===== src/source/rx_word_pkg.sv =====
package rx_word_pkg;

  localparam int WORD_W = 32;
  localparam int BYTES_PER_WORD = 4;
  localparam int LANE_W = $clog2(BYTES_PER_WORD);
  localparam int FIFO_DEPTH = 4;
  localparam int PTR_W = $clog2(FIFO_DEPTH);
  localparam int CREDIT_W = $clog2(FIFO_DEPTH + 1);

  localparam logic [LANE_W-1:0] LAST_LANE = LANE_W'(BYTES_PER_WORD - 1);
  localparam logic [CREDIT_W-1:0] CREDIT_MAX = CREDIT_W'(FIFO_DEPTH);  // One credit per slot.

  // Word handed from the packer to the FIFO.
  typedef struct packed {
    logic              valid;
    logic [WORD_W-1:0] data;
  } word_push_t;

  // Sticky error flags, cleared only by reset.
  typedef struct packed {
    logic parity_err;
    logic frame_err;
    logic overrun;                        // A full word was lost for lack of a credit.
  } rx_status_t;

endpackage


===== src/source/uart_cfg_pkg.sv =====
package uart_cfg_pkg;

  localparam int BAUD_DIV_W = 24;
  localparam int DATA_BITS = 8;
  localparam int BAUD_DIV_MIN = 4;      // Shortest bit period that still has a usable mid-point.
  localparam int BIT_IDX_W = $clog2(DATA_BITS);

  // Line settings as seen by the receiver.
  typedef struct packed {
    logic [BAUD_DIV_W-1:0] baud_div;    // Clock cycles per bit.
    logic                  parity_en;   // Even parity bit follows the data.
  } uart_cfg_t;

  // One received byte, valid for a single cycle.
  typedef struct packed {
    logic                 valid;
    logic [DATA_BITS-1:0] data;
  } rx_byte_t;

endpackage

===== src/source/uart_word_rx.sv =====
module uart_word_rx (
  input  logic                           clk,
  input  logic                           nrst,
  input  logic                           rx,
  input  uart_cfg_pkg::uart_cfg_t        cfg,
  output logic [rx_word_pkg::WORD_W-1:0] word_data,
  output logic                           word_valid,
  input  logic                           word_ready,
  output rx_word_pkg::rx_status_t        status
);

  uart_cfg_pkg::rx_byte_t         rx_byte;
  logic                           parity_err;
  logic                           frame_err;
  rx_word_pkg::word_push_t        push;
  logic                           pop;
  logic [rx_word_pkg::WORD_W-1:0] pop_data;
  logic                           not_empty;
  logic                           credit_return;

  uart_rx_frame u_frame (
    .clk        (clk),
    .nrst       (nrst),
    .rx         (rx),
    .cfg        (cfg),
    .byte_out   (rx_byte),
    .parity_err (parity_err),
    .frame_err  (frame_err)
  );

  word_packer u_packer (
    .clk           (clk),
    .nrst          (nrst),
    .byte_in       (rx_byte),
    .parity_err    (parity_err),
    .frame_err     (frame_err),
    .credit_return (credit_return),
    .push          (push),
    .status        (status)
  );

  rx_word_fifo u_fifo (
    .clk       (clk),
    .nrst      (nrst),
    .push      (push),
    .pop       (pop),
    .pop_data  (pop_data),
    .not_empty (not_empty)
  );

  word_drain u_drain (
    .clk           (clk),
    .nrst          (nrst),
    .pop_data      (pop_data),
    .not_empty     (not_empty),
    .word_ready    (word_ready),
    .pop           (pop),
    .credit_return (credit_return),
    .word_data     (word_data),
    .word_valid    (word_valid)
  );

endmodule


===== src/source/word_drain.sv =====
module word_drain (
  input  logic                           clk,
  input  logic                           nrst,
  input  logic [rx_word_pkg::WORD_W-1:0] pop_data,
  input  logic                           not_empty,
  input  logic                           word_ready,
  output logic                           pop,
  output logic                           credit_return,
  output logic [rx_word_pkg::WORD_W-1:0] word_data,
  output logic                           word_valid
);

  // Refill when the register is free or emptying this cycle.
  assign pop = not_empty && (!word_valid || word_ready);
  assign credit_return = pop;             // Slot freed in the FIFO.

  always_ff @(posedge clk)
  begin
    if (!nrst)
      word_valid <= 1'b0;
    else if (pop)
      word_valid <= 1'b1;
    else if (word_ready)
      word_valid <= 1'b0;
  end

  always_ff @(posedge clk)
  begin
    if (pop)
      word_data <= pop_data;
  end

  a_hold_stable: assert property (@(posedge clk) disable iff (!nrst)
    word_valid && !word_ready |=> word_valid && $stable(word_data));

endmodule


===== src/source/rx_word_fifo.sv =====
module rx_word_fifo (
  input  logic                          clk,
  input  logic                          nrst,
  input  rx_word_pkg::word_push_t       push,
  input  logic                          pop,
  output logic [rx_word_pkg::WORD_W-1:0] pop_data,
  output logic                          not_empty
);

  logic [rx_word_pkg::WORD_W-1:0]   mem [rx_word_pkg::FIFO_DEPTH];
  logic [rx_word_pkg::PTR_W-1:0]    wr_ptr;
  logic [rx_word_pkg::PTR_W-1:0]    rd_ptr;
  logic [rx_word_pkg::CREDIT_W-1:0] count;

  assign pop_data = mem[rd_ptr];        // Head is always on the output.
  assign not_empty = (count != '0);

  always_ff @(posedge clk)
  begin
    if (!nrst)
    begin
      wr_ptr <= '0;
      rd_ptr <= '0;
      count <= '0;
    end
    else
    begin
      if (push.valid)
        wr_ptr <= wr_ptr + 1'b1;        // Depth is a power of two, pointers wrap.
      if (pop)
        rd_ptr <= rd_ptr + 1'b1;
      if (push.valid && !pop)
        count <= count + 1'b1;
      else if (!push.valid && pop)
        count <= count - 1'b1;
    end
  end

  always_ff @(posedge clk)
  begin
    if (push.valid)
      mem[wr_ptr] <= push.data;
  end

  // The packer only pushes while it holds a credit.
  a_no_overflow: assert property (@(posedge clk) disable iff (!nrst)
    push.valid |-> count != rx_word_pkg::CREDIT_MAX);

  a_no_underflow: assert property (@(posedge clk) disable iff (!nrst)
    pop |-> not_empty);

endmodule


===== src/source/word_packer.sv =====
module word_packer (
  input  logic                    clk,
  input  logic                    nrst,
  input  uart_cfg_pkg::rx_byte_t  byte_in,
  input  logic                    parity_err,
  input  logic                    frame_err,
  input  logic                    credit_return,
  output rx_word_pkg::word_push_t push,
  output rx_word_pkg::rx_status_t status
);

  logic [rx_word_pkg::LANE_W-1:0]   lane;
  logic [rx_word_pkg::WORD_W-1:0]   word_q;
  logic [rx_word_pkg::WORD_W-1:0]   push_data;
  logic                             push_valid;
  logic [rx_word_pkg::CREDIT_W-1:0] credits;
  logic                             last_byte;
  logic                             spend;

  assign last_byte = byte_in.valid && (lane == rx_word_pkg::LAST_LANE);
  assign spend = last_byte && (credits != '0);

  assign push.valid = push_valid;
  assign push.data = push_data;

  always_ff @(posedge clk)
  begin
    if (!nrst)
    begin
      lane <= '0;
      push_valid <= 1'b0;
      credits <= rx_word_pkg::CREDIT_MAX;
      status <= '0;
    end
    else
    begin
      push_valid <= spend;
      if (byte_in.valid)
        lane <= lane + 1'b1;
      if (spend && !credit_return)
        credits <= credits - 1'b1;
      else if (!spend && credit_return)
        credits <= credits + 1'b1;
      if (parity_err)
        status.parity_err <= 1'b1;
      if (frame_err)
        status.frame_err <= 1'b1;
      if (last_byte && credits == '0)
        status.overrun <= 1'b1;        // Word is lost, FIFO has no room.
    end
  end

  always_ff @(posedge clk)
  begin
    if (byte_in.valid)
      word_q[lane*uart_cfg_pkg::DATA_BITS +: uart_cfg_pkg::DATA_BITS] <= byte_in.data;
    if (spend)
      push_data <= {byte_in.data,
                    word_q[rx_word_pkg::WORD_W-uart_cfg_pkg::DATA_BITS-1:0]};
  end

  a_credit_max: assert property (@(posedge clk) disable iff (!nrst)
    credits <= rx_word_pkg::CREDIT_MAX);

endmodule


===== src/source/uart_rx_frame.sv =====
module uart_rx_frame (
  input  logic                    clk,
  input  logic                    nrst,
  input  logic                    rx,
  input  uart_cfg_pkg::uart_cfg_t cfg,
  output uart_cfg_pkg::rx_byte_t  byte_out,
  output logic                    parity_err,
  output logic                    frame_err
);

  typedef enum logic [2:0] {
    s_idle,
    s_start,
    s_data,
    s_parity,
    s_stop
  } state_t;

  state_t                                 state;
  logic [uart_cfg_pkg::BAUD_DIV_W-1:0]    cnt;
  logic [uart_cfg_pkg::BIT_IDX_W-1:0]     bit_idx;
  logic [uart_cfg_pkg::DATA_BITS-1:0]     shift_q;
  logic                                   par_q;
  logic                                   valid_q;
  logic                                   tick;
  logic                                   start_seen;
  uart_cfg_pkg::uart_cfg_t                cfg_q;

  assign tick = (cnt == '0);            // Bit mid-point reached.
  assign start_seen = (state == s_idle) && !rx;

  assign byte_out.valid = valid_q;
  assign byte_out.data = shift_q;

  always_ff @(posedge clk)
  begin
    if (!nrst)
    begin
      state <= s_idle;
      cnt <= '0;
      bit_idx <= '0;
      par_q <= 1'b0;
      valid_q <= 1'b0;
      parity_err <= 1'b0;
      frame_err <= 1'b0;
    end
    else
    begin
      valid_q <= 1'b0;
      parity_err <= 1'b0;
      frame_err <= 1'b0;
      if (state != s_idle && !tick)
        cnt <= cnt - 1'b1;
      case (state)
        s_idle:
        begin
          if (!rx)
          begin
            state <= s_start;
            cnt <= (cfg.baud_div >> 1) - 1'b1;  // Wait half a bit to land mid start bit.
          end
        end
        s_start:
        begin
          if (tick)
          begin
            if (!rx)
            begin
              state <= s_data;
              cnt <= cfg_q.baud_div - 1'b1;
              bit_idx <= '0;
              par_q <= 1'b0;
            end
            else
              state <= s_idle;              // Glitch, not a real start bit.
          end
        end
        s_data:
        begin
          if (tick)
          begin
            par_q <= par_q ^ rx;
            cnt <= cfg_q.baud_div - 1'b1;
            bit_idx <= bit_idx + 1'b1;
            if (bit_idx == uart_cfg_pkg::BIT_IDX_W'(uart_cfg_pkg::DATA_BITS - 1))
              state <= cfg_q.parity_en ? s_parity : s_stop;
          end
        end
        s_parity:
        begin
          if (tick)
          begin
            par_q <= par_q ^ rx;            // Even parity leaves zero here.
            cnt <= cfg_q.baud_div - 1'b1;
            state <= s_stop;
          end
        end
        s_stop:
        begin
          if (tick)
          begin
            state <= s_idle;
            frame_err <= !rx;
            parity_err <= cfg_q.parity_en && par_q;
            valid_q <= rx && !(cfg_q.parity_en && par_q);
          end
        end
        default:
          state <= s_idle;
      endcase
    end
  end

  // Settings are frozen for the length of a frame.
  always_ff @(posedge clk)
  begin
    if (start_seen)
      cfg_q <= cfg;
    if (state == s_data && tick)
      shift_q <= {rx, shift_q[uart_cfg_pkg::DATA_BITS-1:1]};  // LSB arrives first.
  end

  a_valid_pulse: assert property (@(posedge clk) disable iff (!nrst)
    byte_out.valid |=> !byte_out.valid);

  a_baud_min: assert property (@(posedge clk) disable iff (!nrst)
    state != s_idle |-> cfg_q.baud_div >= uart_cfg_pkg::BAUD_DIV_MIN);

endmodule


===== config.mk =====
export PLATFORM = sky130hd
export DESIGN_NAME = uart_word_rx
export DESIGN_NICKNAME = d
export VERILOG_FILES = /design/src/source/rx_word_pkg.sv /design/src/source/uart_cfg_pkg.sv /design/src/source/uart_word_rx.sv /design/src/source/word_drain.sv /design/src/source/rx_word_fifo.sv /design/src/source/word_packer.sv /design/src/source/uart_rx_frame.sv
export SDC_FILE = /design/constraint.sdc
export NUM_CORES = 1
export LEC_CHECK = 0
export ABC_AREA = 1
export BUFFER_PORTS_ARGS = -buffer_cell sky130_fd_sc_hd__buf_2
export CORE_MARGIN = 2
export CORE_UTILIZATION = 62
export CTS_BUF_LIST = sky130_fd_sc_hd__clkbuf_8
export CTS_CLUSTER_SIZE = 14
export DETAILED_ROUTE_END_ITERATION = 12
export GPL_ROUTABILITY_DRIVEN = 0
export HOLD_SLACK_MARGIN = 0.02
export PLACE_DENSITY = 0.81
export SYNTH_ARGS = -nofsm -noshare
export SYNTH_HDL_FRONTEND = slang
export SYNTH_SLANG_ARGS = --single-unit

===== constraint.sdc =====
create_clock -name clk -period 4.2 [get_ports clk]
set_clock_uncertainty 0.1 [all_clocks]
set_input_delay 0.21 -clock clk [delete_from_list [all_inputs] [get_ports clk]]
set_output_delay 0.21 -clock clk [all_outputs]
set_load 0.1 [all_outputs]

* Yosys cells after proc, flatten, opt, wreduce, memory -nomap -nowiden
Memory sizes are Yosys's and may differ from the RTL's. A register that Yosys moved wholly into a read port is not among the register bits. Index checks and enable logic that the tools add are counted.
Word-level totals: register bits after elaboration 148, bits in latches 0, bits in writable memories 128, bits in read-only memories 0, bits of input ports 29, output and inout port bits 36, logic and storage cells 121, memories 1
Memories:
- u_fifo.mem | words 4, bits a word 32, rd ports 1, clocked after Yosys merged registers in 1, wr ports 1, line rx_word_fifo.sv:10 | logic [rx_word_pkg::WORD_W-1:0] mem [rx_word_pkg::FIFO_DEPTH];
Cells by class: add/sub/neg operators 12, multipliers 0, div/mod/pow operators 0, magnitude comparators 0, equality and inequality tests 14, shifts and indexed selects 2, multiplexer cells 32, bitwise gates (word level) 1, reductions and logical operators 37
Operators by type and width (number):
- $mux W24 | 5
- $pmux W24 S3 | 1
- $sub A24 B1 Y24 const B | 2
- $mux W3 | 14
- $neg A5 Y34 | 1
- $shift A8 B34 Y32 const A | 1
- $shiftx A8 B34 Y32 | 1
- $bwmux W32 | 1
- $logic_not A24 Y1 | 1
- $sub A23 B1 Y24 const B | 1
- $pmux W3 S5 | 1
- $logic_and A1 B1 Y1 | 13
- $ne A2 B1 Y1 const B | 6
- $reduce_bool A2 Y1 | 5
- $add A3 B1 Y3 const B | 3
- $reduce_bool A3 Y1 | 3
- $reduce_and A4 Y1 | 2
- $logic_not A1 Y1 | 7
- $mux W1 | 7
- $add A2 B1 Y2 const B | 3
- $eq A3 B2 Y1 const B | 2
- $eq A3 B3 Y1 const B | 2
- $logic_not A3 Y1 | 2
- $pmux W3 S2 | 1
- other kinds (11) | 13

* Logic depth before layout (Yosys ltp)
Gate-level depths: netlist (run 1).
depth after elaboration 7, mapped depth 15

* By module
A second synthesis (run 1) with hierarchy kept.
Second synthesis, totals: cells, all modules 1244, area, all modules 13173.9 um^2
Modules (own cells, without submodules):
- rx_word_fifo | times used 1, cells each 367, area each 5217.5 um^2, seq. area each 4023.9 um^2
- uart_rx_frame | times used 1, cells each 676, area each 4620.7 um^2, seq. area each 1671.6 um^2
- word_packer | times used 1, cells each 161, area each 2316.0 um^2, seq. area each 1861.8 um^2
- word_drain | times used 1, cells each 40, area each 1019.7 um^2, seq. area each 980.9 um^2

* Least setup slack after synthesis (run 1)
No wires, ideal clock.
path kind reg-to-reg, start reg u_drain.word_valid, end reg u_fifo.count[1] in the netlist's numbering, setup time 0.120 ns, arrival time 3.735 ns, required time 3.980 ns, slack 0.245 ns, stages on the path, launching flop included 10, path buffers 0, clock period less this slack 3.955 ns, path through dfxtp_1 inv_1 nor2_1 a21oi_1 inv_1 ha_1 inv_1 fa_1 o21ai_0 a21oi_1
Between the ends: longest elaborated chain between the ends 6, elaborated cells on any way between the ends 8, classes of those cells mux: 1; reduce/logical: 7
Ends and longest elaborated chain:
- start: declaration | line word_drain.sv:10 | output logic word_valid
- start signal: assignment | line word_drain.sv:20 | word_valid <= 1'b0;
- start signal: assignment | line word_drain.sv:22 | word_valid <= 1'b1;
- start signal: assignment | line word_drain.sv:24 | word_valid <= 1'b0;
- $logic_not A1 Y1 (*) | line word_drain.sv:14 | assign pop = not_empty && (!word_valid || word_ready);
- $logic_or A1 B1 Y1 (*) | line word_drain.sv:14
- $logic_and A1 B1 Y1 (*) | line word_drain.sv:14
- via credit_return | line uart_word_rx.sv:19 | logic credit_return;
- $logic_not A1 Y1 | line rx_word_fifo.sv:32 | if (push.valid && !pop)
- $logic_and A1 B1 Y1 | line rx_word_fifo.sv:32
- $mux W3 or $reduce_bool A2 Y1 (tied branches)
- end signal: assignment | line rx_word_fifo.sv:33 | count <= count + 1'b1;
- end signal: assignment | line rx_word_fifo.sv:35 | count <= count - 1'b1;
- end: declaration | line rx_word_fifo.sv:13 | logic [rx_word_pkg::CREDIT_W-1:0] count;
Mark *: on every way through the listed nets, which the timed path passes. The rest lies on a longest branch. A chain may end at the register's enable or synchronous reset.

* Worst setup path in the final report (run 1)
start reg u_frame.state[2], end reg u_frame.cnt[16] in the netlist's numbering
Between the ends: longest elaborated chain between the ends 6, elaborated cells on any way between the ends 13, classes of those cells eq/ne: 3; mux: 6; reduce/logical: 4
Ends and longest elaborated chain:
- start: declaration | line uart_rx_frame.sv:19 | state_t state;
- start signal: assignment | line uart_rx_frame.sv:39 | state <= s_idle;
- start signal: assignment | line uart_rx_frame.sv:59 | state <= s_start;
- start signal: assignment | line uart_rx_frame.sv:69 | state <= s_data;
- $reduce_bool A3 Y1 | line uart_rx_frame.sv:52 | if (state != s_idle && !tick)
- $logic_and A1 B1 Y1 | line uart_rx_frame.sv:52
- $mux W24 | line uart_rx_frame.sv:52
- $mux W24 | line uart_rx_frame.sv:67 | if (!rx)
- $mux W24 | line uart_rx_frame.sv:65 | if (tick)
- $pmux W24 S3 (*) | line uart_rx_frame.sv:54 | case (state)
- end signal: assignment | line uart_rx_frame.sv:53 | cnt <= cnt - 1'b1;
- end signal: assignment | line uart_rx_frame.sv:60 | cnt <= (cfg.baud_div >> 1) - 1'b1;
- end signal: assignment | line uart_rx_frame.sv:70 | cnt <= cfg_q.baud_div - 1'b1;
- end: declaration | line uart_rx_frame.sv:20 | logic [uart_cfg_pkg::BAUD_DIV_W-1:0] cnt;
Every way passes the cells marked *; elsewhere a longest branch is shown, timed or not.

==> qor.csv, run 1 <==
stage;metric;value;unit
status;status;completed;
synthesis;synth_area_per_cell;10.1;um^2
floorplan;core_region_area;0.0212;mm^2
global_route;antenna_found_initial;0;
floorplan;rows;53;
layout;drive_above_1_share;0.119;
synthesis;synth-edff-count;249;
synthesis;syn-num-nets;1377;
floorplan;io_pins;65;
sta;final-max-slew-violation-count;0;
detailed_routing;vias;10200;
sta;tns;0;ns
sta;fin_crit_sh;0.665;
clock_network;cts.sinks;300;
pwr;powerDensity;693;mW/mm^2
setup_path;arrival;3.16;ns
pwr;p_sw_frac;0.439;
sta;setup-violations-final;0;
detailed_routing;drtPass1Iterations;6;
min_path;hold_path.class;primary input to register;
floorplan;start_util;0.636;
layout;fill_cells;1394;
sta;max_freq;358;MHz
clock_network;cts.path.max_buffers;3;
detailed_routing;drc;0;
layout;post-route-util;0.721;
setup_path;required;4.57;ns
clock_network;numCtsBuffers;47;
synthesis;yosysSeqAreaShare;0.632;
setup_path;worstSetupPathType;register to register;
synthesis;yosysWarningCount;0;
synthesis;ys.flop_type;edfxtp_1;
detailed_routing;antenna_left;0;
placed_design;port_buffers;64;
placed_design;dpl_cell_area;0.0140;mm^2
placed_design;post-dp-hpwl;19800;um
synthesis;syn-cell-area;0.0134;mm^2
sta;tightest_slew;0.770;ns
setup_path;crit_path_end_kind;register;
synthesis;synthArstFlopShare;0;
synthesis;synth_compound_area_frac;0.0877;
layout;area_delta_synth_final;13.4;%
pwr;leakage;5.81;nW
synthesis;synth-seq-cells;300;
detailed_routing;wl_per_cell;17.6;um
sta;rsz0062_at_grt;no;
pwr;power.total;10.6;mW
pwr;switchingPower;4.64;mW
setup_path;reg2reg_depth;12;
synthesis;synth.distinct_cells;42;
floorplan;dieHeight;151;um
global_route;grt_max_degree;66;
synthesis;synth.area.mux_share;0;
pwr;combPwrFrac;0.398;
floorplan;die_area;0.0229;mm^2
synthesis;synth_top_family_by_area;simple AND/OR/NAND/NOR gates;
pwr;p_seq_frac;0.373;
job;cap_viol_max_count;0;
synthesis;syn_inst;1329;
pwr;p_int;5.93;mW
global_route;grtUsageTotal;0.275;
layout;antenna_cells;0;
clock_network;htree_levels;2;
synthesis;synthAdderAreaFrac;0.0188;
sta;fin_crit;2.79;ns
detailed_routing;routed_wl;30800;um
clock_network;cts_tree;built;
layout;nNetsFinal;1490;
global_route;first_global_vias;9766;
pwr;ir_worst_vdd;0.000404;V
global_route;grt_overflow;0;
min_path;whs_path_depth;2;
clock_network;clk_pin_slew_worst_paths;0.07;ns
sta;relSlewSlack;0.483;
setup_path;cp-start-kind;register;
global_route;grt_pass1_wl;48600;um
synthesis;synth_xor_area_frac;0.0300;
setup_path;worst-path-max-fanout;29;
clock_network;clk_latency;0.59;ns
clock_network;root_buffer;clkbuf_8;
detailed_routing;via_per_inst;5.80;
layout;design_area;0.0152;mm^2
floorplan;dieWidth;151;um
detailed_routing;dr.first_iter.drc_count;971;
pwr;power.share.clock;0.229;
sta;hold_violations;0;
synthesis;yosys.area_share.simple;0.186;
## per-layer routing
layer  GRT usage  wire, um  vias up
li1            -         -     4767
met1       0.348     12100     4787
met2       0.464     15100      530
met3      0.0446      2380       97
met4       0.129      1180        0
met5           0         0        -
## power by group through the flow
stage          clock, mW  combinational (mW)  sequential [mW]
4_1_cts             2.45                4.17             3.94
5_1_grt             2.57                4.56             3.99
3_5_place_dp           0                4.12             4.00
6_report            2.42                4.21             3.94
3_3_place_gp           0                4.03             3.98
2_1_floorplan          0                2.13             5.18
## cells in the mapped netlist (2+ instances only)
cell	count	area [um^2]
a211oi_1	3	22.5
xor2_1	30	263
a21oi_1	62	310
nand2_1	240	901
o21ai_1	7	35.0
buf_6	3	33.8
fa_1	2	40.0
nor2_4	2	22.5
nand3_2	2	20.0
dfxtp_1	51	1020
clkbuf_1	29	109
nor2_1	234	878
o21ai_0	92	460
o21bai_1	4	30.0
xnor2_1	16	140
edfxtp_1	249	7480
buf_4	3	22.5
or2_2	2	12.5
nand4_1	8	50.1
inv_2	6	22.5
o211ai_1	8	60.1
nor3_1	11	55.1
buf_2	4	20.0
nand3b_1	6	45.0
ha_1	17	213
nand2_2	7	43.8
inv_1	106	398
nor2_2	8	50.1
o22ai_1	35	219
nand3_1	70	350
## area by class of cell
class	count	area [um^2]	share of cell area
well taps	275	344	0.0226
flip-flops and latches	300	8500	0.557
multi-input cells	877	4360	0.286
repair buffers	104	691	0.0453
clock inverters	32	181	0.0119
clock buffers	55	757	0.0496
inverters	112	420	0.0276
## cell usage in the layout, fill, tap and decap left out, types with 10 or more instances in the layout
cell type        n
xor2_1          30
nor3_1          11
nand3_1         70
inv_1          120
nand2_1        240
dlygate4sd3_1   28
ha_1            17
xnor2_1         16
clkbuf_8        55
nor2_2          10
o22ai_1         35
dfxtp_1         50
nor2_1         232
buf_2           64
edfxtp_1       249
a21oi_1         61
clkinv_1        10
o21ai_0         92
buf_4           12
## critical path, cell delays in order (launching register included)
cell	delay, ns
dfxtp_1	0.31
buf_4	0.31
inv_2	0.23
nand2_1	0.41
nand2_2	0.27
inv_2	0.46
nand2_1	0.14
nand2_1	0.15
nand2_1	0.06
nand2_1	0.08
nand2_1	0.05
inv_1	0.04
a21oi_1	0.05
## state kept, by name, indices dropped and copies added, names as in the netlist, 2 cells and up
name,cells
u_drain.word_data,32
u_fifo.count,3
u_fifo.mem,128
u_fifo.rd_ptr,2
u_fifo.wr_ptr,2
u_frame.bit_idx,3
u_frame.cfg_q,25
u_frame.cnt,24
u_frame.shift_q,8
u_frame.state,3
u_packer.credits,3
u_packer.lane,2
u_packer.push_data,32
u_packer.status,3
u_packer.word_q,24
## what timing repair did
item,4_1_cts,5_1_grt
hold buffers,28,0
resized for setup,0,0
hold endpoints to repair,39,0
setup buffers,0,0
## path summary, 6_finish.rpt
check	slack (ns)	startpoint	endpoint
min	0.24	cfg[0]	u_frame.cfg_q[0]
min reg2reg	0.31	u_packer.word_q[17]	u_packer.push_data[17]
max	1.41	u_frame.state[2]	u_frame.cnt[16]
max reg2reg	1.41	u_frame.state[2]	u_frame.cnt[16]
## cell families (layout without fill, tap and decap cells)
family,count (synthesis),count (layout)
AND/OR/NAND/NOR,596,596
flip-flops,300,300
AO/OA/AOI/OAI,216,216
buffers and inverters,152,303
XOR/XNOR,46,46
adder cells (fa/ha/maj),19,19
## per-stage QoR
step           hold slack, ns  worst slack, ns  std cells
2_1_floorplan           0.209            0.245       1329
3_3_place_gp            0.288             1.61       1640
3_5_place_dp            0.290             1.47       1640
4_1_cts                 0.224             1.46       1755
5_1_grt                 0.253             1.14       1755
6_report                0.241             1.41       1755
Note: power is estimated with default switching activity, not from simulation.
==> run 2, diff against run 1 <==
- ABC_AREA: 1 -> 0
- PLACE_DENSITY: 0.81 -> 0.82
- clock period: 4.2 -> 2.8 ns (I/O delays scaled with it)
==> run 2 against run 1 <==
Net effect:
- non-clock buffer count up 18
- area after synthesis down 6.7%
- largest power group is now sequential cells
- worst hold slack worse by 0.039 ns
- largest cell class unchanged
==> qor.csv, run 2 <==
stage;metric;value;unit;change
pwr;leakage;4.89;nW;-16%
clock_network;htree_levels;2;;unchanged
floorplan;rows;52;;-1.9%
pwr;power.total;12.9;mW;+22%
layout;drive_above_1_share;0.193;;+0.0737
sta;final-max-slew-violation-count;0;;unchanged
synthesis;synth_most_common_cell;edfxtp_1;;
setup_path;worst-path-max-fanout;18;;-38%
global_route;grt_pass1_wl;40700;um;-16%
clock_network;clk_pin_slew_worst_paths;0.06;ns;about the same
clock_network;cts_resized;0;;unchanged
sta;tightest_slew;0.959;ns;+0.190 ns
synthesis;yosys-top-cells-count;edfxtp_1, nor2_1, dfxtp_1, xnor2_1, nor3_1;;
sta;rsz0062_at_grt;no;;
placed_design;post-dp-hpwl;17300;um;-13%
floorplan;dieWidth;146;um;-3.3%
synthesis;synth-seq-cells;300;;unchanged
global_route;use_met2;0.416;;-0.0478
detailed_routing;dr.first_iter.drc_count;716;;-26%
synthesis;synth_top_area_frac;0.596;;+0.0402
layout;final_common_cell;edfxtp_1;;
sta;tns;0;ns;unchanged
global_route;busiest_layer;met2;;
clock_network;clk_latency;0.57;ns;-0.02 ns
floorplan;io_pins;65;;unchanged
layout;fill_cells;1285;;-7.8%
global_route;antenna_found_initial;0;;unchanged
sta;fin_crit_sh;0.940;;+0.276
layout;nNetsFinal;1037;;-30%
clock_network;cts.path.max_buffers;3;;unchanged
synthesis;ys.flop_type;edfxtp_1;;
sta;relSlewSlack;0.355;;-0.128
synthesis;yosysSeqAreaShare;0.678;;+0.0457
synthesis;syn_inst;853;;-36%
synthesis;synth.area.top_cells;edfxtp_1, dfxtp_1, mux4_2;;
sta;hold_slack;0.202;ns;-0.0388 ns
pwr;switchingPower;4.94;mW;+6.5%
sta;max_freq;380;MHz;+6.0%
floorplan;die_area;0.0214;mm^2;-6.6%
synthesis;synthArstFlopShare;0;;unchanged
global_route;grtUsageMet1;0.323;;-0.0251
global_route;grt_max_degree;35;;-47%
synthesis;yosysWarningCount;0;;unchanged
layout;top_regs;u_fifo.mem: 128 flops, u_drain.word_data: 32 flops, u_packer.push_data: 32 flops;;
detailed_routing;vias;7636;;-25%
placed_design;port_buffers;64;;unchanged
setup_path;required;3.16;ns;-1.41 ns
detailed_routing;drtPass1Iterations;7;;+1
pwr;ir_worst_vdd;0.000566;V;+40%
pwr;combPwrFrac;0.317;;-0.081
layout;post-route-util;0.718;;-0.00298
setup_path;crit_path_end_kind;register;;
floorplan;core_region_area;0.0200;mm^2;-5.3%
global_route;first_global_vias;7636;;-22%
layout;multi_input_area;0.00382;mm^2;-12%
detailed_routing;routed_wl;25800;um;-16%
setup_path;worstSetupPathType;register to register;;
sta;hold_violations;0;;unchanged
layout;largest_reg_flops;128;;unchanged
layout;seq_area;0.00850;mm^2;about the same
synthesis;syn-num-nets;901;;-35%
sta;setup-violations-final;0;;unchanged
sta;fin_crit;2.63;ns;-0.159 ns
status;status;completed;;
clock_network;cts.sinks;300;;unchanged
synthesis;syn-cell-area;0.0125;mm^2;-6.7%
pwr;p_int;7.93;mW;+34%
min_path;hold_path.class;primary input to register;;
pwr;powerDensity;895;mW/mm^2;+29%
clock_network;cts_tree;built;;
detailed_routing;wl_per_cell;19.9;um;+13%
clock_network;numCtsBuffers;45;;-4.3%
global_route;grtUsageMet3;0.0466;;+0.00198
pwr;power.share.clock;0.247;;+0.018
job;cap_viol_max_count;0;;unchanged
pwr;p_sw_frac;0.384;;-0.0551
global_route;grtUsageTotal;0.246;;-0.0281
layout;mostFrequentLayoutCells;edfxtp_1, buf_2, nor2_1, dfxtp_1, clkbuf_8;;
detailed_routing;antenna_left;0;;unchanged
floorplan;dieHeight;146;um;-3.3%
detailed_routing;via_per_inst;5.91;;+1.8%
layout;antenna_cells;0;;unchanged
detailed_routing;drc;0;;unchanged
clock_network;root_buffer;clkbuf_8;;
synthesis;synth.distinct_cells;69;;+64%
global_route;grt_overflow;0;;unchanged
floorplan;start_util;0.626;;-0.00984
synthesis;synth.largest_area_cell;edfxtp_1;;
layout;top_register;u_fifo.mem;;
synthesis;synth_area_per_cell;14.7;um^2;+45%
setup_path;cp-start-kind;register;;
setup_path;arrival;2.99;ns;-0.17 ns
pwr;p_seq_frac;0.436;;+0.063
layout;area_delta_synth_final;14.7;%;
synthesis;synth-edff-count;249;;unchanged
run 2: cell count changes after synthesis, moves of 40 or more:
| cell | previous run | this run |
|---|---|---|
| nand3_1 | 70 | 17 |
| nand2_1 | 240 | 29 |
| inv_1 | 106 | 21 |
| a21oi_1 | 62 | 22 |
| nor2_1 | 234 | 56 |
| o21ai_0 | 92 | 12 |
run 2: path summary, 6_finish.rpt:
path	from	end	slack [ns]	cells past startpoint
worst min register to register	u_packer.word_q[6]	u_packer.push_data[6]	0.31	0
worst min-delay path	cfg[1]	u_frame.cfg_q[1]	0.20	2
worst max register to register	u_frame.cnt[2]	u_frame.cnt[2]	0.17	6
worst max-delay path	u_frame.cnt[2]	u_frame.cnt[2]	0.17	6
run 2: cell type report:
cell class	count	share of cell area
sequential	300	0.591
multi-input combinational	498	0.266
timing repair buffer	122	0.0583
clock buffer	47	0.0450
tap	270	0.0235
clock inverter	34	0.0107
inverter	22	0.00574
run 2: timing repair:
| item | 4_1_cts | 5_1_grt |
|---|---|---|
| hold buffers | 28 | 0 |
| buffers inserted | 0 | 0 |
| hold endpoints to repair | 45 | 0 |
run 2: worst max-delay path, stage by stage, from the launching register on:
cell and delay, ns:
dfxtp_1 0.39, or4_4 0.62, nor3_4 0.35, nand2_2 0.29, o311ai_1 0.36, a31oi_1 0.13
a311oi_1 0.30
run 2: kinds of logic after synthesis:
kind of cell               Yosys count  synth area share
AOI/OAI and AO/OA                  114            0.0619
xor gates and xnor gates            68            0.0475
adders and majority gates           19            0.0202
buffers and inverters               55            0.0189
DFF                                300             0.678
muxes                               38            0.0623
and+or+nand+nor                    259             0.112
run 2: routing by layer:
| metal | wire (um) | up-vias |
|---|---|---|
| met3 | 1590 | 57 |
| li1 | - | 3557 |
| met5 | 0 | - |
| met4 | 709 | 0 |
| met2 | 13100 | 319 |
| met1 | 10400 | 3703 |
run 2: power by group through the flow:
stage	clock network, mW	logic, mW	registers [mW]
3_3_place_gp	0	3.99	5.68
6_report	3.17	4.08	5.62
5_1_grt	3.44	4.28	5.67
4_1_cts	3.23	4.09	5.62
3_5_place_dp	0	4.04	5.71
2_1_floorplan	0	1.56	7.47
run 2: stage by stage:
| step | setup WS [ns] | area [um^2] | std cells |
|---|---|---|---|
| after floorplan | 0.0276 | 12600 | 853 |
| after global placement | 0.277 | 13300 | 1184 |
| after detailed placement | 0.203 | 13300 | 1184 |
| after CTS | 0.202 | 14400 | 1293 |
| after global routing | 0.00262 | 14400 | 1293 |
| final | 0.167 | 14400 | 1293 |
